===== src/cache_mem_pkg.sv =====
/*
  shared sizes, commands and bus types of the 2-way cache block
  sizes are fixed here, no module takes a parameter
  address offset bits [3:2] pick the word, bits [1:0] the byte
*/
`default_nettype none

package cache_mem_pkg;

  ////////////////////////////////////////
  // sizes
  ////////////////////////////////////////
  localparam int XLEN          = 32;                           // core word
  localparam int PLEN          = 34;                           // physical address
  localparam int BLK_BITS      = 128;                          // one line, 4 words
  localparam int WAYS          = 2;
  localparam int SETS          = 16;
  localparam int IDX_BITS      = $clog2(SETS);                 // 4
  localparam int BLK_OFFS_BITS = $clog2(BLK_BITS / 8);         // byte in line
  localparam int DAT_OFFS_BITS = $clog2(BLK_BITS / XLEN);      // word in line
  localparam int TAG_BITS      = PLEN - IDX_BITS - BLK_OFFS_BITS;

  typedef logic [$clog2(WAYS)-1:0] way_t;   // way number
  typedef logic [WAYS-1:0]         ways_t;  // one-hot way list
  typedef logic [BLK_BITS-1:0]     line_t;

  typedef enum logic [1:0] {
    CMD_READ      = 2'd0,
    CMD_WRITE     = 2'd1,
    CMD_FILL      = 2'd2,
    CMD_INVAL_ALL = 2'd3
  } cmd_e;

  ////////////////////////////////////////
  // address views
  ////////////////////////////////////////
  typedef struct packed {
    logic [TAG_BITS-1:0]      tag;
    logic [IDX_BITS-1:0]      idx;
    logic [BLK_OFFS_BITS-1:0] offs;  // top DAT_OFFS_BITS select the word
  } paddr_fields_t;

  typedef union packed {
    logic [PLEN-1:0] flat;
    paddr_fields_t   f;
  } paddr_u;

  ////////////////////////////////////////
  // request, response and array strobes
  ////////////////////////////////////////
  typedef struct packed {
    cmd_e              cmd;
    paddr_u            adr;
    logic [XLEN/8-1:0] be;          // word write byte enables
    logic [XLEN-1:0]   wdata;
    line_t             fill_line;
    way_t              fill_way;
    logic              fill_dirty;
  } cache_req_t;

  typedef struct packed {
    logic            hit;
    ways_t           ways_hit;
    logic            way_dirty;
    line_t           line;
    logic            evict_valid;
    logic [PLEN-1:0] evict_adr;
  } cache_rsp_t;

  typedef struct packed {
    logic rd;                        // read the set, latch index
    logic wr_fill;
    logic wr_word;
    logic inval_all;
    way_t fill_way;
    logic fill_dirty;
  } arr_ctl_t;

endpackage

`default_nettype wire


===== src/cache_seq_fsm.sv =====
/*
  accepts one request at a time, steps the arrays, holds the response
  LOOKUP lasts two cycles: array read, then compare and capture
*/
`timescale 1ns/100ps
`default_nettype none

module cache_seq_fsm
  import cache_mem_pkg::*;
(
  input  logic       clk_i,
  input  logic       rst_ni,
  input  logic       req_valid_i,
  input  cache_req_t req_i,
  output logic       req_ready_o,
  input  logic       rsp_ready_i,
  output logic       rsp_valid_o,
  output cache_req_t req_q_o,
  output arr_ctl_t   arr_ctl_o,
  input  logic       hit_i,
  output logic       capture_o,
  output logic       rsp_fire_o
);

  typedef enum logic [1:0] {IDLE, LOOKUP, UPDATE, RESPOND} state_e;

  state_e     state_q, state_d;
  logic       rd_done_q;       // second lookup cycle
  cache_req_t req_q;
  logic       req_fire;
  logic       is_inval;
  logic       needs_update;    // write or fill

  assign req_fire     = req_valid_i & req_ready_o;
  assign is_inval     = (req_q.cmd == CMD_INVAL_ALL);
  assign needs_update = (req_q.cmd == CMD_WRITE) | (req_q.cmd == CMD_FILL);

  ////////////////////////////////////////
  // state
  ////////////////////////////////////////
  always_ff @(posedge clk_i or negedge rst_ni)
  begin
    if (!rst_ni)
    begin
      state_q   <= IDLE;
      rd_done_q <= 1'b0;
    end
    else
    begin
      state_q   <= state_d;
      rd_done_q <= (state_q == LOOKUP) & ~rd_done_q;
    end
  end

  always_ff @(posedge clk_i)
  begin
    if (req_fire) req_q <= req_i;  // held until next accept
  end

  always_comb
  begin
    state_d = state_q;
    case (state_q)
      IDLE:    if (req_fire) state_d = LOOKUP;
      LOOKUP:
      begin
        if (rd_done_q) state_d = needs_update ? UPDATE : RESPOND;
      end
      UPDATE:  state_d = RESPOND;              // single write cycle
      RESPOND: if (rsp_ready_i) state_d = IDLE;
      default: state_d = IDLE;
    endcase
  end

  ////////////////////////////////////////
  // array strobes
  ////////////////////////////////////////
  always_comb
  begin
    arr_ctl_o            = '0;
    arr_ctl_o.fill_way   = req_q.fill_way;
    arr_ctl_o.fill_dirty = req_q.fill_dirty;
    if (state_q == LOOKUP && !rd_done_q)
    begin
      arr_ctl_o.rd        = ~is_inval;
      arr_ctl_o.inval_all = is_inval;
    end
    if (state_q == UPDATE)
    begin
      arr_ctl_o.wr_word = (req_q.cmd == CMD_WRITE) & hit_i;  // write miss leaves arrays alone
      arr_ctl_o.wr_fill = (req_q.cmd == CMD_FILL);
    end
  end

  assign capture_o   = (state_q == LOOKUP) & rd_done_q;  // compare result valid here
  assign req_ready_o = (state_q == IDLE);
  assign rsp_valid_o = (state_q == RESPOND);
  assign rsp_fire_o  = rsp_valid_o & rsp_ready_i;
  assign req_q_o     = req_q;

endmodule

`default_nettype wire


===== config.mk =====
export PLATFORM = sky130hd
export DESIGN_NAME = cache_seq_fsm
export DESIGN_NICKNAME = d
export VERILOG_FILES = /design/src/cache_mem_pkg.sv /design/src/cache_seq_fsm.sv
export SDC_FILE = /design/constraint.sdc
export NUM_CORES = 1
export LEC_CHECK = 0
export ABC_AREA = 0
export BUFFER_PORTS_ARGS = -buffer_cell sky130_fd_sc_hd__buf_2
export CORE_AREA = 10 10 131 192
export DETAILED_ROUTE_END_ITERATION = 8
export DIE_AREA = 0 0 141 202
export PLACE_DENSITY = 0.68
export SLEW_MARGIN = 30
export SYNTH_ARGS = -nofsm -noshare
export SYNTH_HDL_FRONTEND = slang
export SYNTH_SLANG_ARGS = --single-unit

===== constraint.sdc =====
create_clock -name clk_i -period 7 [get_ports clk_i]
set_input_delay 2.1 -clock clk_i [delete_from_list [all_inputs] [get_ports clk_i]]
set_output_delay 2.1 -clock clk_i [all_outputs]
set_load 0.01 [all_outputs]

==> flow_metrics.env <==
export IMPL_setup_viol=0
export IMPL_fin_util=0.435
export IMPL_maxSlewHeadroom=0.507
export IMPL_fp_dieW_um=141
export IMPL_p_sw_mw=0.882
export IMPL_seq_area_um2=6140
export IMPL_outcome="complete, no violations"
export IMPL_grt_ovfl_total=0
export IMPL_syn2layout_area_growth_pct=47.7
export IMPL_endpoint_kind="output pin"
export IMPL_worst_slew_pin_slew_ns=0.740
export IMPL_path_clk_slew_ns=0.06
export IMPL_drt_wl_total_mm=20.5
export IMPL_drv_cap=0
export IMPL_final_hold_violation_count=0
export IMPL_final_fill_count=1978
export IMPL_grt_max_degree=85
export IMPL_r2r_start="state_q[0]$_DFFE_PN0P_"
export IMPL_pwr_share_seq=0.516
export IMPL_swShare=0.268
export IMPL_port_buffers=418
export IMPL_yosysWarnings=0
export IMPL_n_antenna_cell=0
export IMPL_die_h_um=202
export IMPL_mostFrequentLayoutCells="buf_2, edfxtp_1, clkbuf_16"
export IMPL_tritoncts="built"
export IMPL_grt_pass1_vias=4342
export IMPL_min_period_over_period=0.657
export IMPL_power_density_nw_per_um2=349
export IMPL_htreeDepth=1
export IMPL_dr_total_vias=3992
export IMPL_drc_errors=0
export IMPL_drive_above_1_share=0.652
export IMPL_numCtsBuffers=21
export IMPL_leakage_nw=3.99
export IMPL_cts_hold_buf=0
export IMPL_fin_crit_ns=4.60
export IMPL_seq_area_frac_synth=0.963
export IMPL_place_congestion=0.816
export IMPL_synth_top_area_frac=0.951
export IMPL_cp_max_fo=1
export IMPL_grt_use_total=0.136
export IMPL_clockPowerShare=0.298
export IMPL_final_common_cell="buf_2"
export IMPL_io_pins=419
export IMPL_syn_area_per_cell_um2=27.2
export IMPL_clock_path_buffers=3
export IMPL_peakVddDrop_uv=238
export IMPL_p_int_mw=2.40
export IMPL_regToRegSetupSlack_ns=4.64
export IMPL_cts_sinks=205
export IMPL_root_buffer="clkbuf_16"
export IMPL_hold_end="rd_done_q$_DFF_PN0_"
export IMPL_start_util=0.295
export IMPL_finClkSkew_ns=0.00958
export IMPL_rsz0062_at_grt="false"
export IMPL_synth_distinct_cells=15
export IMPL_hold_depth=1
export IMPL_final_setup_tns_ns=0
export IMPL_slew_viol_final=0
export IMPL_grt_pass1_wl_mm=29.3
export IMPL_holdCritStartpoint="rd_done_q$_DFF_PN0_"
export IMPL_antenna_found_initial=3
export IMPL_arrival_ns=2.50
export IMPL_cts_resized=0
export IMPL_synth_fp_nets=448
export IMPL_synthCells=234
export IMPL_power_frac_comb=0.185
export IMPL_crit_type="input pin to output pin"
export IMPL_synthTopCellsByArea="edfxtp_1, ha_1, dfrtp_1"
export IMPL_core_area_um2=21600
export IMPL_post_cts_setup_buffer_count=0
export IMPL_drtIter0Drc=138
export IMPL_r2r_end="req_q_o[166]$_DFFE_PP_"
export IMPL_multi_input_area_um2=208
export IMPL_crit_required_ns=4.90
export IMPL_ys_ff_latch=205
export IMPL_hpwlAfterDp_mm=16.8
export IMPL_vias_per_cell=4.15
export IMPL_nets=890
export IMPL_timing_fmax_mhz=217
export IMPL_ant_nets=0
export IMPL_die_area_um2=28500
export IMPL_drt_first_pass_iters=4
export IMPL_route_detailed_wl_per_inst_um=21.3
export IMPL_critPathLaunchType="input pin"
export IMPL_rows=66
export IMPL_yosysTopAreaCell="edfxtp_1"
export IMPL_netlist_area_um2=6380
export IMPL_hold_path_class="register to register"
export IMPL_clk_latency_ns=0.48
export IMPL_r2r_cells=4
-- power by group through the flow --
stage          combinational, mW  clock [mW]  sequential, mW
6_report                   0.610       0.980            1.70
5_1_grt                    0.665        1.06            1.72
4_1_cts                    0.627        1.02            1.70
3_5_place_dp               0.627           0            1.72
3_3_place_gp               0.616           0            1.72
2_1_floorplan              0.156           0            1.86
-- through the flow --
stage | power (mW) | cells | hold slack, ns | area, µm² | setup WS (ns)
finish | 3.29 | 961 | 0.485 | 9420 | 2.40
global route | 3.45 | 961 | 0.506 | 9420 | 2.38
CTS | 3.35 | 961 | 0.484 | 9420 | 2.38
detailed placement | 2.35 | 925 | 0.478 | 8820 | 2.39
global placement | 2.33 | 925 | 0.473 | 8820 | 2.38
floorplan | 2.02 | 234 | 0.459 | 6380 | 1.96
-- worst max-delay path: stages --
cell	delay [ns]
buf_2	0.09
and3_1	0.17
buf_2	0.14
-- cells by family after synthesis --
group / after synthesis / synth area share
adders and majority gates: 7 / 0.0137
muxes: 2 / 0.00334
AOI/OAI and AO/OA: 2 / 0.00216
and+or+nand+nor: 12 / 0.0130
DFF: 205 / 0.963
buffers and inverters: 6 / 0.00471
-- cell type report --
cell class                 instances  area share
sequential                       205       0.652
timing repair buffer             421       0.225
clock buffer                      26      0.0578
tap                              272      0.0361
multi-input combinational         23      0.0220
clock inverter                    10     0.00571
inverter                           4     0.00159
-- worst max path at each step --
| stage | start | to | slack (ns) |
|---|---|---|---|
| after global placement | hit_i | arr_ctl_o[3] | 2.38 |
| after floorplan | req_valid_i | arr_ctl_o[0]$_DFFE_PP_ | 1.96 |
| final | hit_i | arr_ctl_o[3] | 2.40 |
| after detailed placement | hit_i | arr_ctl_o[3] | 2.39 |
| after global routing | hit_i | arr_ctl_o[3] | 2.38 |
| after CTS | hit_i | arr_ctl_o[3] | 2.38 |
-- state kept, by name, indices dropped and copies added (netlist names) --
| signal | cells |
|---|---|
| arr_ctl_o | 2 |
| rd_done_q | 1 |
| req_q_o | 200 |
| state_q | 2 |
-- Yosys cell counts --
library cell / count
and2_1: 5
dfrtp_1: 3
inv_1: 4
nor3_1: 1
ha_1: 7
or4_1: 1
mux2_1: 1
mux2i_1: 1
a2111oi_0: 1
edfxtp_1: 202
o21ai_0: 1
buf_4: 2
nor2b_4: 1
and3_1: 1
nor2b_1: 3
-- routing by layer --
metal  up-vias  GRT usage  routed length (µm)
met4         6     0.0414                 412
met2       220      0.249               11300
met3        32     0.0519                1890
met1      1920      0.137                6860
met5         -          0                  41
li1       1814          -                   -
(Power assumes the default switching activity.)
