`config.mk`:
```
export PLATFORM = sky130hd
export DESIGN_NAME = cache_data_array
export DESIGN_NICKNAME = d
export VERILOG_FILES = /design/src/cache_mem_pkg.sv /design/src/cache_data_array.sv
export SDC_FILE = /design/constraint.sdc
export NUM_CORES = 2
export LEC_CHECK = 0
export BUFFER_PORTS_ARGS = -buffer_cell sky130_fd_sc_hd__buf_2
export CORE_UTILIZATION = 40
export CTS_BUF_LIST = sky130_fd_sc_hd__clkbuf_2 sky130_fd_sc_hd__clkbuf_4 sky130_fd_sc_hd__clkbuf_8
export CTS_CLUSTER_DIAMETER = 200
export CTS_CLUSTER_SIZE = 28
export DETAILED_ROUTE_END_ITERATION = 8
export SYNTH_ARGS = -nofsm -noshare
export SYNTH_HDL_FRONTEND = slang
export SYNTH_SLANG_ARGS = --single-unit
```
`constraint.sdc`:
```
create_clock -name clk_i -period 2.7 [get_ports clk_i]
set_clock_uncertainty 0.1 [all_clocks]
set_input_delay 0.54 -clock clk_i [delete_from_list [all_inputs] [get_ports clk_i]]
set_output_delay 0.54 -clock clk_i [all_outputs]
set_load 0.005 [all_outputs]
```
`src/cache_mem_pkg.sv`:
```
/*
  shared sizes, commands and bus types of the 2-way cache block
  sizes are fixed here, no module takes a parameter
  address offset bits [3:2] pick the word, bits [1:0] the byte
*/
`default_nettype none

package cache_mem_pkg;

  ////////////////////////////////////////
  // sizes
  ////////////////////////////////////////
  localparam int XLEN          = 32;                           // core word
  localparam int PLEN          = 34;                           // physical address
  localparam int BLK_BITS      = 128;                          // one line, 4 words
  localparam int WAYS          = 2;
  localparam int SETS          = 16;
  localparam int IDX_BITS      = $clog2(SETS);                 // 4
  localparam int BLK_OFFS_BITS = $clog2(BLK_BITS / 8);         // byte in line
  localparam int DAT_OFFS_BITS = $clog2(BLK_BITS / XLEN);      // word in line
  localparam int TAG_BITS      = PLEN - IDX_BITS - BLK_OFFS_BITS;

  typedef logic [$clog2(WAYS)-1:0] way_t;   // way number
  typedef logic [WAYS-1:0]         ways_t;  // one-hot way list
  typedef logic [BLK_BITS-1:0]     line_t;

  typedef enum logic [1:0] {
    CMD_READ      = 2'd0,
    CMD_WRITE     = 2'd1,
    CMD_FILL      = 2'd2,
    CMD_INVAL_ALL = 2'd3
  } cmd_e;

  ////////////////////////////////////////
  // address views
  ////////////////////////////////////////
  typedef struct packed {
    logic [TAG_BITS-1:0]      tag;
    logic [IDX_BITS-1:0]      idx;
    logic [BLK_OFFS_BITS-1:0] offs;  // top DAT_OFFS_BITS select the word
  } paddr_fields_t;

  typedef union packed {
    logic [PLEN-1:0] flat;
    paddr_fields_t   f;
  } paddr_u;

  ////////////////////////////////////////
  // request, response and array strobes
  ////////////////////////////////////////
  typedef struct packed {
    cmd_e              cmd;
    paddr_u            adr;
    logic [XLEN/8-1:0] be;          // word write byte enables
    logic [XLEN-1:0]   wdata;
    line_t             fill_line;
    way_t              fill_way;
    logic              fill_dirty;
  } cache_req_t;

  typedef struct packed {
    logic            hit;
    ways_t           ways_hit;
    logic            way_dirty;
    line_t           line;
    logic            evict_valid;
    logic [PLEN-1:0] evict_adr;
  } cache_rsp_t;

  typedef struct packed {
    logic rd;                        // read the set, latch index
    logic wr_fill;
    logic wr_word;
    logic inval_all;
    way_t fill_way;
    logic fill_dirty;
  } arr_ctl_t;

endpackage

`default_nettype wire

```
`src/cache_data_array.sv`:
```
/*
  per-way line storage, registered read on rd
  word writes go to the hit ways only, fills to the chosen way
*/
`timescale 1ns/100ps
`default_nettype none

module cache_data_array
  import cache_mem_pkg::*;
(
  input  logic              clk_i,
  input  arr_ctl_t          ctl_i,
  input  paddr_u            adr_i,
  input  logic [XLEN/8-1:0] be_i,
  input  logic [XLEN-1:0]   wdata_i,
  input  line_t             fill_line_i,
  input  ways_t             ways_hit_i,
  output line_t [WAYS-1:0]  lines_o
);

  line_t                     wdata_line;  // word copied over the line
  logic [BLK_BITS/8-1:0]     line_be;     // byte enables across the line
  logic [DAT_OFFS_BITS-1:0]  word_sel;

  assign word_sel   = adr_i.f.offs[BLK_OFFS_BITS-1 -: DAT_OFFS_BITS];
  assign wdata_line = {(BLK_BITS/XLEN){wdata_i}};

  // only the addressed word gets enables
  always_comb
  begin
    for (int b = 0; b < BLK_BITS/8; b++)
      line_be[b] = (word_sel == DAT_OFFS_BITS'(b / (XLEN/8))) & be_i[b % (XLEN/8)];
  end

  ////////////////////////////////////////
  // ways
  ////////////////////////////////////////
  for (genvar w = 0; w < WAYS; w++)
  begin : gen_way
    line_t mem_q [SETS];
    line_t rd_line_q;
    logic  fill_sel;

    assign fill_sel = ctl_i.wr_fill & (ctl_i.fill_way == way_t'(w));

    always_ff @(posedge clk_i)
    begin
      if (fill_sel)
        mem_q[adr_i.f.idx] <= fill_line_i;  // whole line
      else if (ctl_i.wr_word && ways_hit_i[w])
      begin
        for (int b = 0; b < BLK_BITS/8; b++)
          if (line_be[b]) mem_q[adr_i.f.idx][b*8 +: 8] <= wdata_line[b*8 +: 8];
      end
      if (ctl_i.rd) rd_line_q <= mem_q[adr_i.f.idx];
    end

    assign lines_o[w] = rd_line_q;
  end

endmodule

`default_nettype wire

```
==> results.yml <==
cells_and_area:
  layout-drive-gt1-share_pct: 33.08
  final_cell_area_um2: 186400
  layout_overhead_on_the_synthesized_area_pct: 12.02
  number_of_nets_in_the_finished_design: 8838
clocking:
  clock-root-buffer: "sky130_fd_sc_hd__clkbuf_8"
  clk_latency_ns: 1.19
  cts_repair_resize_count: 0
  post-cts-setup-buffer-count: 0
  clock_tree.buffer_depth: 4
  clk_pin_slew_worst_paths_ns: 0.18
  cts_max_level: 4
  cts_tree: "built"
  clkSinkCount: 4352
  cts_buffers: 177
run:
  number_of_maximum_capacitance_violations: 0
global_route:
  grt_pass1_vias: 82024
  grt_use_total_pct: 21.82
  number_of_antenna_violations_at_the_first_check_in_global_routing: 91
  wire_length_of_the_first_global_routing_pass_mm: 639.5
  grt_overflow_total: 0
  grt_max_degree: 65
floorplan:
  die_h_um: 647.0
  start_util_pct: 40.23
  fp.coreArea_um2: 413700
  floorplan.die_area_um2: 418600
  rows: 236
  fp.dieW_um: 647.0
  pin_count: 463
critical_path:
  cp_num_buf_inv: 1
  worst_path_max_delay_cell: "sky130_fd_sc_hd__edfxtp_1"
  timing.rr.end: "gen_way[0].rd_line_q[5]$_DFFE_PP_"
  timing.critical_path.required_ns: 2.06
  startpoint_type: "register"
  path_class: "reg2out"
  worstPathCellList: "buf_2"
  crit_path_end_kind: "output port"
  critical_path.reg2reg.startpoint: "gen_way[0].mem_q[11][5]$_DFFE_PP_"
  critical_path.max_stage_delay_ns: 0.67
  timing.critical_path.arrival_ns: 2.01
  reg2reg_slack_ns: 0.76
  r2r_cells: 4
  crit_path_max_fanout: 1
  crit_family: "flip-flops"
placement:
  dp_hpwl_mm: 322.9
  placed_cell_area_um2: 182600
  numPortBuffers: 432
  place_worst_setup_slack_ns: -0.3498
  gpl.final_weighted_congestion: 0.8363
route:
  highest-signal-layer: "met5"
  met2WireLength_mm: 231.0
  routed-wl-met3_mm: 38.02
  wirelength_met1_mm: 176.1
  drt_pass1_iterations: 5
  drt_first_iter_violations: 10099
  dr_total_vias: 81338
  finalWirelength_mm: 462.6
  viasPerCell: 5.742
  detail_route.wl_per_cell_um: 32.65
  remaining_drc_errors: 0
  ant_nets: 0
logic_synthesis:
  synth-main-ff-cell: "sky130_fd_sc_hd__edfxtp_1"
  synth_fp_nets: 7683
  asyncSetResetFlopFracSynth_pct: 0
  synth_sequential_area_ratio_pct: 78.53
  syn_area_um2: 166400
  yosys_register_bits: 4352
  synth.avg_cell_area_um2: 22.26
  ys_warns: 0
  ys_types: 34
  synth_enable_flop_cells: 4352
  post_synth_inst_count: 7476
pwr:
  vdd_drop_max_v: 0.0004319
  total_leakage_power_nw: 58.90
  power_density_nw_per_um2: 591.9
timing:
  fin_crit_sh_pct: 98.23
  setup_repair_after_global_routing_missed_its_margin: "no"
  report.final.setup_viol: 0
  final_max_slew_viol_count: 0
  fin_ws_ns: 0.04783
  number_of_failing_hold_endpoints_at_the_final_stage: 0
  worst_slew_pin_slew_ns: 1.170
  max_clock_freq_mhz: 377.1
  slew_headroom_pct: 21.98
  period_needed_ns: 2.652
min_path:
  min-delay-path-class: "in2reg"
  hold_start: "fill_line_i[16]"
  min_delay_worst_endpoint: "gen_way[0].mem_q[0][16]$_DFFE_PP_"
  timing.hold.worst_path_depth: 2
outcome:
  status: "finished, final reports clean"
## registers in the layout, summed over array words and instances, names as in the netlist
name,cells
gen_way.mem_q,4096
gen_way.rd_line_q,256
## layout make-up
cell class | count | area, um^2
clock buffer | 180 | 2477
tap | 5474 | 6849
fill | 34466 | 227300
sequential | 4352 | 130700
clock inverter | 11 | 127.6
antenna | 49 | 122.6
multi-input combinational | 2673 | 33830
timing repair buffer | 1427 | 12330
## kinds of logic (layout without fill, tap and decap cells)
kind of cell           Yosys count  after routing  share of synthesized area (%)
AND/OR/NAND/NOR                849            849                          2.112
multiplexers                  1280           1280                          15.59
flip-flops                    4352           4352                          78.53
AO/OA/AOI/OAI                  544            544                          2.449
other                            0             49                              0
buffers and inverters          451           1618                          1.320
## report_power, final
group	total (mW)	internal, mW	switching [mW]
logic	8.97	3.42	5.55
registers	76.1	75.7	0.423
clock network	25.3	6.17	19.1
total	110	85.3	25.1
## worst max path at each step
stage,from,end,slack [ns],depth (start not counted)
6_report,gen_way[0].rd_line_q[48]$_DFFE_PP_,lines_o[48],0.05,1
5_1_grt,gen_way[1].rd_line_q[90]$_DFFE_PP_,lines_o[218],0.03,1
4_1_cts,gen_way[0].rd_line_q[48]$_DFFE_PP_,lines_o[48],-0.02,1
3_5_place_dp,ctl_i[3],gen_way[1].mem_q[5][106]$_DFFE_PP_,-0.35,6
3_3_place_gp,ctl_i[3],gen_way[1].mem_q[5][104]$_DFFE_PP_,-0.33,6
2_1_floorplan,adr_i[4],gen_way[0].mem_q[2][24]$_DFFE_PP_,0.17,8
## synth_stat cells (2+ instances only)
cell	count	share of area, %
sky130_fd_sc_hd__buf_1	47	0.11
sky130_fd_sc_hd__a22oi_1	512	2.3
sky130_fd_sc_hd__nand3b_1	7	0.032
sky130_fd_sc_hd__mux2_2	256	1.7
sky130_fd_sc_hd__clkbuf_1	219	0.49
sky130_fd_sc_hd__and2_1	5	0.019
sky130_fd_sc_hd__nor3_4	10	0.098
sky130_fd_sc_hd__nand2_1	270	0.61
sky130_fd_sc_hd__buf_6	29	0.20
sky130_fd_sc_hd__mux4_2	1024	14
sky130_fd_sc_hd__o21a_1	2	0.0090
sky130_fd_sc_hd__nor2b_1	8	0.030
sky130_fd_sc_hd__nand4_1	3	0.011
sky130_fd_sc_hd__buf_4	36	0.16
sky130_fd_sc_hd__a21oi_1	6	0.018
sky130_fd_sc_hd__nor3_2	6	0.036
sky130_fd_sc_hd__nor2_1	514	1.2
sky130_fd_sc_hd__a31oi_1	17	0.064
sky130_fd_sc_hd__nor4bb_1	3	0.018
sky130_fd_sc_hd__a31oi_2	5	0.038
sky130_fd_sc_hd__nand3_1	13	0.039
sky130_fd_sc_hd__buf_2	120	0.36
sky130_fd_sc_hd__and4_1	2	0.011
sky130_fd_sc_hd__edfxtp_1	4352	79
## through the flow
| stage | util (%) | hold slack, ns | power [mW] | TNS (ns) | cells |
|---|---|---|---|---|---|
| finish | 45.06 | 0.07606 | 110.4 | 0 | 14166 |
| global route | 45.05 | 0.02823 | 113.3 | 0 | 14141 |
| floorplan | - | 0.5525 | 81.78 | 0 | 7476 |
| CTS | 45.03 | 0.004055 | 111.1 | -0.02939 | 14117 |
| detailed placement | 44.14 | 0.6364 | 86.59 | -321.26 | 13818 |
| global placement | 44.14 | 0.6435 | 86.36 | -250.52 | 13818 |
## placed cells by master, fill, tap and decap left out, types with 4 or more instances in the layout
master / instances
sky130_fd_sc_hd__clkinv_8: 5
sky130_fd_sc_hd__mux2_2: 256
sky130_fd_sc_hd__a22oi_1: 512
sky130_fd_sc_hd__nand2_4: 12
sky130_fd_sc_hd__nand3_4: 4
sky130_fd_sc_hd__buf_12: 192
sky130_fd_sc_hd__nor3_2: 6
sky130_fd_sc_hd__nand2_1: 257
sky130_fd_sc_hd__nor2b_1: 5
sky130_fd_sc_hd__nand3_1: 9
sky130_fd_sc_hd__edfxtp_1: 4352
sky130_fd_sc_hd__nor3_4: 10
sky130_fd_sc_hd__clkbuf_8: 180
sky130_fd_sc_hd__buf_4: 696
sky130_fd_sc_hd__nand3b_1: 7
sky130_fd_sc_hd__a31oi_2: 19
sky130_fd_sc_hd__nor2_1: 513
sky130_fd_sc_hd__mux4_2: 1024
sky130_fd_sc_hd__dlygate4sd3_1: 108
sky130_fd_sc_hd__buf_2: 429
sky130_fd_sc_hd__a21oi_1: 4
sky130_fd_sc_hd__diode_2: 49
## routing by layer
| metal | vias to the layer above | global-route usage (%) |
|---|---|---|
| met2 | 3442 | 36.43 |
| met5 | - | 0 |
| li1 | 33345 | - |
| met1 | 43949 | 28.82 |
| met3 | 570 | 3.760 |
| met4 | 32 | 7.898 |
## what timing repair did
action / in CTS / in global routing
setup endpoints to repair: 2 / 0
hold buffers: 108 / 0
endpoints found under the hold margin: 3025 / 0
Power figures use the tool's default switching activity.
