### src/cache_mem_pkg.sv
/*
  shared sizes, commands and bus types of the 2-way cache block
  sizes are fixed here, no module takes a parameter
  address offset bits [3:2] pick the word, bits [1:0] the byte
*/
`default_nettype none

package cache_mem_pkg;

  ////////////////////////////////////////
  // sizes
  ////////////////////////////////////////
  localparam int XLEN          = 32;                           // core word
  localparam int PLEN          = 34;                           // physical address
  localparam int BLK_BITS      = 128;                          // one line, 4 words
  localparam int WAYS          = 2;
  localparam int SETS          = 16;
  localparam int IDX_BITS      = $clog2(SETS);                 // 4
  localparam int BLK_OFFS_BITS = $clog2(BLK_BITS / 8);         // byte in line
  localparam int DAT_OFFS_BITS = $clog2(BLK_BITS / XLEN);      // word in line
  localparam int TAG_BITS      = PLEN - IDX_BITS - BLK_OFFS_BITS;

  typedef logic [$clog2(WAYS)-1:0] way_t;   // way number
  typedef logic [WAYS-1:0]         ways_t;  // one-hot way list
  typedef logic [BLK_BITS-1:0]     line_t;

  typedef enum logic [1:0] {
    CMD_READ      = 2'd0,
    CMD_WRITE     = 2'd1,
    CMD_FILL      = 2'd2,
    CMD_INVAL_ALL = 2'd3
  } cmd_e;

  ////////////////////////////////////////
  // address views
  ////////////////////////////////////////
  typedef struct packed {
    logic [TAG_BITS-1:0]      tag;
    logic [IDX_BITS-1:0]      idx;
    logic [BLK_OFFS_BITS-1:0] offs;  // top DAT_OFFS_BITS select the word
  } paddr_fields_t;

  typedef union packed {
    logic [PLEN-1:0] flat;
    paddr_fields_t   f;
  } paddr_u;

  ////////////////////////////////////////
  // request, response and array strobes
  ////////////////////////////////////////
  typedef struct packed {
    cmd_e              cmd;
    paddr_u            adr;
    logic [XLEN/8-1:0] be;          // word write byte enables
    logic [XLEN-1:0]   wdata;
    line_t             fill_line;
    way_t              fill_way;
    logic              fill_dirty;
  } cache_req_t;

  typedef struct packed {
    logic            hit;
    ways_t           ways_hit;
    logic            way_dirty;
    line_t           line;
    logic            evict_valid;
    logic [PLEN-1:0] evict_adr;
  } cache_rsp_t;

  typedef struct packed {
    logic rd;                        // read the set, latch index
    logic wr_fill;
    logic wr_word;
    logic inval_all;
    way_t fill_way;
    logic fill_dirty;
  } arr_ctl_t;

endpackage

`default_nettype wire

### src/cache_resp_stage.sv
/*
  builds and holds the response until it is taken
  a write answers with hit state and line from before the write
  a fill answers with hit fields zero, old line zero if it was invalid
  evict_adr is zero unless evict_valid is set
*/
`timescale 1ns/100ps
`default_nettype none

module cache_resp_stage
  import cache_mem_pkg::*;
(
  input  logic                          clk_i,
  input  logic                          rst_ni,
  input  logic                          capture_i,
  input  logic                          rsp_fire_i,
  input  cmd_e                          cmd_i,
  input  paddr_u                        adr_i,
  input  way_t                          fill_way_i,
  input  ways_t                         ways_hit_i,
  input  ways_t                         valid_i,
  input  ways_t                         dirty_i,
  input  logic [WAYS-1:0][TAG_BITS-1:0] tags_i,
  input  line_t [WAYS-1:0]              lines_i,
  output cache_rsp_t                    rsp_o
);

  line_t      hit_line;
  logic       old_dirty;   // fill victim needs write back
  paddr_u     evict_adr;
  cache_rsp_t rsp_d, rsp_q;

  // and/or mux, at most one way hits
  always_comb
  begin
    hit_line = '0;
    for (int w = 0; w < WAYS; w++)
      hit_line |= lines_i[w] & {BLK_BITS{ways_hit_i[w]}};
  end

  assign old_dirty = valid_i[fill_way_i] & dirty_i[fill_way_i];

  ////////////////////////////////////////
  // next response
  ////////////////////////////////////////
  always_comb
  begin
    rsp_d          = '0;
    evict_adr.flat = '0;                      // offset stays zero
    case (cmd_i)
      CMD_READ, CMD_WRITE:
      begin
        rsp_d.hit       = |ways_hit_i;
        rsp_d.ways_hit  = ways_hit_i;
        rsp_d.way_dirty = |(ways_hit_i & dirty_i);
        rsp_d.line      = hit_line;
      end
      CMD_FILL:
      begin
        rsp_d.line        = valid_i[fill_way_i] ? lines_i[fill_way_i] : '0;
        rsp_d.evict_valid = old_dirty;
        if (old_dirty)
        begin
          evict_adr.f.tag = tags_i[fill_way_i];  // victim tag, same set
          evict_adr.f.idx = adr_i.f.idx;
        end
        rsp_d.evict_adr = evict_adr.flat;
      end
      default: ;                              // invalidate answers all zero
    endcase
  end

  always_ff @(posedge clk_i or negedge rst_ni)
  begin
    if (!rst_ni)
      rsp_q <= '0;
    else if (capture_i)
      rsp_q <= rsp_d;
    else if (rsp_fire_i)
      rsp_q <= '0;   // taken
  end

  assign rsp_o = rsp_q;

endmodule

`default_nettype wire

### config.mk
export PLATFORM = sky130hd
export DESIGN_NAME = cache_resp_stage
export DESIGN_NICKNAME = d
export VERILOG_FILES = /design/src/cache_mem_pkg.sv /design/src/cache_resp_stage.sv
export SDC_FILE = /design/constraint.sdc
export NUM_CORES = 1
export LEC_CHECK = 0
export BUFFER_PORTS_ARGS = -buffer_cell sky130_fd_sc_hd__buf_2
export CORE_AREA = 5 5 200 202
export DETAILED_ROUTE_END_ITERATION = 7
export DIE_AREA = 0 0 205 207
export GPL_TIMING_DRIVEN = 0
export HOLD_SLACK_MARGIN = 0.02
export PLACE_DENSITY_LB_ADDON = 0.05
export SETUP_SLACK_MARGIN = 0.15
export SLEW_MARGIN = 10
export SYNTH_ARGS = -nofsm -noshare
export SYNTH_HDL_FRONTEND = slang
export SYNTH_SLANG_ARGS = --single-unit
### constraint.sdc
create_clock -name clk_i -period 1.3 [get_ports clk_i]
set_clock_uncertainty 0.2 [all_clocks]
set_input_delay 0.195 -clock clk_i [delete_from_list [all_inputs] [get_ports clk_i]]
set_output_delay 0.195 -clock clk_i [all_outputs]
set_load 0.03 [all_outputs]
==> results.toml, run 1 <==
[floorplan]
dieWidth_um = 205
die_y_um = 207
pin_count = 522
coreArea_mm2 = 0.0381
start_util_pct = 20.2
die_area_mm2 = 0.0424
placementRows = 72

[grt]
first_global_vias = 10900
grtUsageMet3_pct = 6.35
grtUsageMet2_pct = 35.2
top_usage_layer = "met2"
antenna_found_initial = 15
grt_use_total_pct = 20.0
grt_max_degree = 84
grt_overflow = 0
grt_pass1_wl_um = 65700
use_met1_pct = 23.6

[placed_design]
place_congestion = 0.782
placed_area_mm2 = 0.0111
dp_cells = 1626
dp_hpwl_um = 29400
port_buffers = 486

[synthesis]
seq_area_frac_synth_pct = 52.9
synth_edf_count = 0
ys.flop_type = "dfrtp_1"
syn_inst = 618
yosysWarnings = 0
ys_async_sr_fraction_pct = 100
ys_ff_latch = 163
netlist_area_mm2 = 0.00771
ys_types = 28
syn_avg_cell_area_um2 = 12.5

[routing]
drtIter0Drc = 443
drc = 0
routed_via_density = 4.69
detail_route.wl_per_cell_um = 21.1
dr.pass1.iters = 5
vias = 9832
ant_nets = 0
finalWirelength_um = 44300

[sta]
finalSetupViolCount = 245
rsz0062_at_grt = "true"
timing.hold.ws_ps = -477
maxSlewHeadroom_pct = 51.8
hold_violations = 83
finalCriticalPeriod_ps = 1420
finalCritPeriodShare_pct = 109
worst_slack_ps = -117
tightest_slew_ps = 722
drv_slew = 0
fmax_ghz = 0.706

[finish]
synthToLayoutAreaGrowth_pct = 128
largest_reg_flops = 163
stdcell_count = 2096
final_nets = 1913
design_area_mm2 = 0.0176
drive_gt1_share_pct = 45.7

[critical_path]
crit_required_ps = 1420
cp-start-kind = "primary input"
arrival_ps = 1540
critPathKind = "primary input to flop"
worst-path-max-fanout = 6
cp-end-kind = "flop"

[power]
pwr-share-clk_pct = 32.8
p_sw_w = 0.00484
power_density_mw_per_mm2 = 901
p_seq_share_pct = 36.1
p_leak_nw = 8.34
swShare_pct = 30.6
share_comb_of_total_power_pct = 31.1
ir_drop_mv = 0.872
p_int_w = 0.0110

[cts]
cts_max_level = 4
cts-root-buf = "clkbuf_16"
cts.sinks = 163
cts_buffers = 17
cts_tree = "done"
clock_path_buffers = 2
clk_pin_slew_worst_paths_ps = 60
clk_latency_ps = 440

[job]
cap_violations = 0

[status]
status = "finished, violations left"
violations = "hold timing, setup timing"

[hold_path]
hold_class = "primary input to async pin"
critical path, stage by stage:
cell and delay, ps:
buf_12 110, nor4bb_4 150, o21a_4 210, buf_8 140
buf_16 150, buf_6 130, buf_16 120, a221o_1 310
metal layers:
| layer | up-vias | wire length [µm] |
|---|---|---|
| met1 | 4881 | 17700 |
| met2 | 337 | 22500 |
| met3 | 51 | 3190 |
| met5 | - | 94 |
| met4 | 16 | 788 |
| li1 | 4547 | - |
logic make-up after synthesis:
family	count (synthesis)	synth area share, %
AO/OA/AOI/OAI	294	36.0
buffers and inverters	88	4.94
flip-flops	163	52.9
multiplexers	26	3.38
other	1	0.0487
AND/OR/NAND/NOR	46	2.74
repair_timing:
action	4_1_cts	5_1_grt
setup buffers	63	36
hold endpoints to repair	240	83
setup endpoints to repair	291	293
gates resized for setup	421	26
pin swaps	90	38
hold buffers	317	1
cloned	16	1
power by group through the flow:
stage          clock network [W]  registers [W]  logic, W
2_1_floorplan                  0        0.00643  0.000951
3_3_place_gp                   0        0.00574   0.00313
3_5_place_dp                   0        0.00572   0.00315
4_1_cts                  0.00536        0.00571   0.00479
5_1_grt                  0.00557        0.00576   0.00523
6_report                 0.00520        0.00572   0.00493
synthesized netlist by cell type (all sizes together) (3+ instances only):
| cell | count | area share (%) |
|---|---|---|
| inv | 5 | 0.24 |
| a32o | 128 | 17 |
| a221o | 127 | 16 |
| nand2 | 34 | 1.7 |
| dfrtp | 163 | 53 |
| nor2 | 3 | 0.21 |
| mux2i | 26 | 3.4 |
| clkbuf | 49 | 2.4 |
| buf | 34 | 2.3 |
| o21ai | 31 | 2.0 |
final timing paths:
kind                                   start    endpoint  slack [ps]  cells past startpoint
worst min register to register     rsp_o[26]   rsp_o[26]         310                      2
max in group asynchronous             rst_ni   rsp_o[82]         440                      2
worst max-delay path                cmd_i[1]   rsp_o[84]        -120                      8
worst min-delay path                  rst_ni   rsp_o[18]        -480                      1
worst max register to register    rsp_o[128]  rsp_o[128]         -40                      3
min in group clk_i              lines_i[127]  rsp_o[162]         -70                      3
layout by cell type (no fill, tap or decap), types with 4 or more instances in the layout:
| master | count |
|---|---|
| a221o_1 | 127 |
| a32o_1 | 128 |
| buf_12 | 16 |
| buf_16 | 13 |
| buf_2 | 321 |
| buf_4 | 76 |
| buf_6 | 193 |
| buf_8 | 15 |
| clkbuf_1 | 9 |
| clkbuf_16 | 24 |
| clkbuf_2 | 18 |
| clkbuf_4 | 4 |
| clkbuf_8 | 17 |
| clkinv_2 | 4 |
| conb_1 | 4 |
| dfrtp_1 | 162 |
| diode_2 | 7 |
| dlygate4sd3_1 | 316 |
| inv_1 | 5 |
| mux2i_1 | 26 |
| nand2_1 | 34 |
| o21ai_0 | 18 |
| o21ai_1 | 12 |
stage by stage:
step                setup slack (ps)  TNS, ps  util [%]  hold slack (ps)  total power [W]
CTS                             -152   -19990      45.0             -443           0.0159
global route                    -161   -25970      46.2             -436           0.0166
finish                          -117   -18140      46.2             -477           0.0159
floorplan                       -197   -19060         -             -301          0.00738
global placement               -3640  -662250      29.0              228          0.00886
detailed placement             -1060  -131370      29.1             40.1          0.00887
layout make-up:
| type | count | area, µm² |
|---|---|---|
| Sequential cell | 163 | 4080 |
| Multi-Input combinational cell | 370 | 3330 |
| Clock inverter | 11 | 100 |
| Antenna cell | 7 | 17.5 |
| Timing Repair Buffer | 919 | 8090 |
| Clock buffer | 21 | 480 |
| Tap cell | 518 | 648 |
| Inverter | 5 | 18.8 |
| Buffer | 82 | 840 |
| Fill cell | 3605 | 20500 |
(Power assumes the default switching activity.)
==> run 2: changes to the inputs <==
==> constraint.sdc (replaced) <==
create_clock -name clk_i -period 1.3 [get_ports clk_i]
set_clock_uncertainty 0.2 [all_clocks]
set_input_delay 0.065 -clock clk_i [delete_from_list [all_inputs] [get_ports clk_i]]
set_output_delay 0.065 -clock clk_i [all_outputs]
set_load 0.03 [all_outputs]
==> results.toml, run 2 (synthesized netlist as in run 1, its figures left out) <==
[finish]
drive_gt1_share_pct = 42.5
seqCellArea_mm2 = 0.00409
synthToLayoutAreaGrowth_pct = 116
layout.cells.most_common = "buf_2"
largest_reg_flops = 163
stdcell_count = 2020
nFillCells = 3687
multi_input_area_mm2 = 0.00331
layout_common_cells = "buf_2, dlygate4sd3_1, buf_6"
final_nets = 1838
design_area_mm2 = 0.0166

[sta]
finalSetupViolCount = 0
timing.hold.ws_ps = -635
maxSlewHeadroom_pct = 48.1
setup_tns_ps = 0
hold_violations = 164
fmax_ghz = 0.773
finalCritPeriodShare_pct = 99.5
drv_slew = 0
rsz0062_at_grt = "true"
tightest_slew_ps = 778
finalCriticalPeriod_ps = 1290

[grt]
first_global_vias = 10800
grt_overflow = 0
grt_use_total_pct = 19.7
grt_pass1_wl_um = 65200
grt_max_degree = 83
antenna_found_initial = 7

[placed_design]
port_buffers = 486
dp_cells = 1626
place_congestion = 0.751
placed_area_mm2 = 0.0110
dp_hpwl_um = 29500

[floorplan]
die_y_um = 207
dieWidth_um = 205
die_area_mm2 = 0.0424
placementRows = 72
start_util_pct = 20.2
pin_count = 522
coreArea_mm2 = 0.0381

[critical_path]
cp-end-kind = "output port"
cp-start-kind = "flop"
arrival_ps = 1030
path_cells = "buf_6"
rr_endpoint = "rsp_o[71]"
critPathBufInv = 1
worst-path-max-fanout = 2
cp_slowest_stage_delay_ps = 430
critPathKind = "flop to output port"
critical_path.top_delay_family = "flip-flops"
crit_required_ps = 1030
r2r_slack_ps = 70
crit_slowest_cell = "dfrtp_1"
ff2ff_path_depth = 2
worstReg2RegStart = "rsp_o[71]"

[routing]
dr.pass1.iters = 5
detail_route.wl_per_cell_um = 21.5
drtIter0Drc = 474
finalWirelength_um = 43500
drc = 0
vias = 9582
routed_via_density = 4.74
ant_nets = 0

[cts]
clk_latency_ps = 440
clk_pin_slew_worst_paths_ps = 70
cts.sinks = 163
cts_tree = "done"
cts-root-buf = "clkbuf_16"
cts_max_level = 4
cts_buffers = 17
clock_path_buffers = 2

[job]
cap_violations = 0

[status]
violations = "hold timing"
status = "finished, violations left"

[power]
p_leak_nw = 7.81
power_density_mw_per_mm2 = 940
ir_drop_mv = 0.872
power_w = 0.0156

[hold_path]
hold_class = "primary input to async pin"
## run 2: worst max-delay path by stage
stage                 endpoint  startpoint  cells past startpoint
global placement    rsp_o[146]      rst_ni                      1
CTS                  rsp_o[71]   rsp_o[71]                      1
global route         rsp_o[71]   rsp_o[71]                      1
detailed placement  rsp_o[117]    cmd_i[1]                      6
finish               rsp_o[71]   rsp_o[71]                      1
floorplan           rsp_o[111]  valid_i[0]                      6
## run 2: final cells by class
type | instances | area share (%)
diodes | 6 | 0.0904
plain buffers | 81 | 3.94
clock buffers | 23 | 2.76
clock inverters | 9 | 0.783
inverters | 5 | 0.113
multi-input cells | 370 | 19.9
flip-flops and latches | 163 | 24.6
well taps | 518 | 3.90
repair buffers | 845 | 43.9
## run 2: metal layers
layer	vias to the layer above	track usage, %	share of wire, %	wire [µm]
met5	-	0	0.041	18
met4	4	5.17	1.9	836
met3	53	5.83	7.1	3100
met2	379	34.9	51	22200
met1	4755	23.2	40	17400
li1	4391	-	-	-
## run 2: stage by stage
step	utilization, %	setup WS [ps]
2_1_floorplan	-	-66.6
3_3_place_gp	28.8	-3530
3_5_place_dp	28.9	-938
4_1_cts	43.3	-44.0
5_1_grt	43.6	-46.6
6_report	43.6	6.97
## run 2: power by group
part           internal (W)  total, W  switching (W)
sequential          0.00543   0.00573       0.000295
clock               0.00307   0.00533        0.00225
combinational       0.00242   0.00455        0.00214
total                0.0109    0.0156        0.00469
## run 2: repair_timing
item / CTS / global route
gates resized for setup: 393 / 9
endpoints found under the setup margin: 296 / 312
setup buffers: 19 / 6
gates cloned: 10 / 1
hold buffers: 319 / 3
hold endpoints to repair: 262 / 83
pin swaps: 130 / 36
==> run 3: changes to the inputs <==
Settings changed: CAP_MARGIN set to 10, CORE_AREA 5 5 200 202 to 5 5 199 201, CTS_BUF_LIST set to sky130_fd_sc_hd__clkbuf_16, DIE_AREA 0 0 205 207 to 0 0 204 206.
Clock period 1.3 ns to 1.5 ns, I/O delays scaled along.
==> results.toml, run 3 (synthesized netlist as in run 1, its figures left out) <==
[critical_path]
crit_start = "rsp_o[66]"
worst-path-max-fanout = 2
path_depth = 1
crit_required_ps = 1220
crit_end = "rsp_o[66]"
critical_path.top_delay_family = "flip-flops"
ff2ff_path_depth = 2
cp-start-kind = "flop"
critPathKind = "flop to output port"
cp-end-kind = "output port"
rr_endpoint = "rsp_o[69]"
r2r_slack_ps = 290
path_cells = "buf_2"
arrival_ps = 1030
worstReg2RegStart = "rsp_o[69]"
crit_slowest_cell = "dfrtp_1"
cp_slowest_stage_delay_ps = 380
critPathBufInv = 1

[cts]
cts_max_level = 4
clock_path_buffers = 2
cts-root-buf = "clkbuf_16"
cts_buffers = 17
cts_tree = "done"
clk_pin_slew_worst_paths_ps = 60
cts.sinks = 163
clk_latency_ps = 430

[finish]
design_area_mm2 = 0.0148
largest_reg_flops = 163
layout_common_cells = "buf_2, dlygate4sd3_1, dfrtp_1"
drive_gt1_share_pct = 40.1
multi_input_area_mm2 = 0.00327
nFillCells = 3770
layout.cells.most_common = "buf_2"
final_nets = 1809
seqCellArea_mm2 = 0.00408
finish.utilization_pct = 39.7
synthToLayoutAreaGrowth_pct = 92.5

[routing]
finalWirelength_um = 41800
detail_route.wl_per_cell_um = 21.1
drc = 0
vias = 9424
drtIter0Drc = 364
ant_nets = 0
dr.pass1.iters = 5
routed_via_density = 4.76

[grt]
top_usage_layer = "met2"
grt_overflow = 0
grtUsageMet3_pct = 5.34
grt_use_total_pct = 19.2
antenna_found_initial = 3
first_global_vias = 10300
grtUsageMet2_pct = 33.7
use_met1_pct = 23.1
grt_pass1_wl_um = 62500
grt_max_degree = 96

[sta]
maxSlewHeadroom_pct = 57.7
drv_slew = 0
finalSetupViolCount = 0
tightest_slew_ps = 634
finalCriticalPeriod_ps = 1300
hold_violations = 163
timing.hold.ws_ps = -628
fmax_ghz = 0.769
finalCritPeriodShare_pct = 86.7
rsz0062_at_grt = "false"

[placed_design]
placed_area_mm2 = 0.0109
dp_hpwl_um = 29800
port_buffers = 486
place_congestion = 0.775

[status]
status = "finished, violations left"
violations = "hold timing"

[job]
cap_violations = 0

[floorplan]
start_util_pct = 20.6
placementRows = 71
dieWidth_um = 204
pin_count = 522
coreArea_mm2 = 0.0374
die_y_um = 206
die_area_mm2 = 0.0420

[hold_path]
hold_class = "primary input to async pin"

[power]
ir_drop_mv = 0.737
power_w = 0.0124
power_density_mw_per_mm2 = 839
p_leak_nw = 7.29
-- run 3: cell count changes in the layout (fill, tap and decap cells not counted), sizes merged --
cell / previous run / this run
bufinv: 3 / 1
buf: 550 / 520
diode: 6 / 3
clkbuf: 77 / 71
dlygate4sd3: 322 / 323
clkinvlp: 1 / 2
clkinv: 5 / 10
inv: 5 / 7
-- run 3: per-stage QoR --
stage | std cells | TNS (ps) | setup WS (ps)
after floorplan | 621 | 0 | 123
after global placement | 1618 | -567470 | -2940
after detailed placement | 1619 | -96080 | -754
after CTS | 1975 | 0 | 150
after global routing | 1981 | 0 | 147
final | 1981 | 0 | 199
-- run 3: layout make-up --
cell class,instances,share of cell area [%]
clock buffer,17,2.87
buffer,82,3.06
clock inverter,15,0.683
sequential,163,27.5
tap,511,4.31
inverter,5,0.127
antenna,3,0.0506
timing repair buffer,815,39.4
multi-input combinational,370,22.0
-- run 3: what timing repair did --
| action | CTS | global route |
|---|---|---|
| pin swaps | 1 | 1 |
| setup buffers | 3 | 2 |
| gates resized for setup | 10 | 80 |
| endpoints found under the hold margin | 324 | 105 |
| hold buffers | 321 | 2 |
| endpoints found under the setup margin | 163 | 144 |
-- run 3: routing by layer --
metal | share of wire [%] | vias up
met1 | 41 | 4686
met3 | 7.1 | 47
met5 | 0 | -
met4 | 2.1 | 0
met2 | 50 | 367
li1 | - | 4324
-- run 3: where the power goes --
group	total, W	switching (W)	internal, W	leakage (nW)
combinational	0.00338	0.00179	0.00160	4.86
clock	0.00417	0.00193	0.00223	0.265
sequential	0.00489	0.000190	0.00470	2.17
-- run 3: worst min-delay path by stage --
stage | start | to | slack [ps] | cells after the start
finish | rst_ni | rsp_o[20] | -630 | 1
global route | rst_ni | rsp_o[20] | -600 | 1
CTS | rst_ni | rsp_o[20] | -600 | 1
detailed placement | rst_ni | rsp_o[20] | -120 | 1
global placement | lines_i[71] | rsp_o[106] | 110 | 2
floorplan | rst_ni | rsp_o[100] | -420 | 0
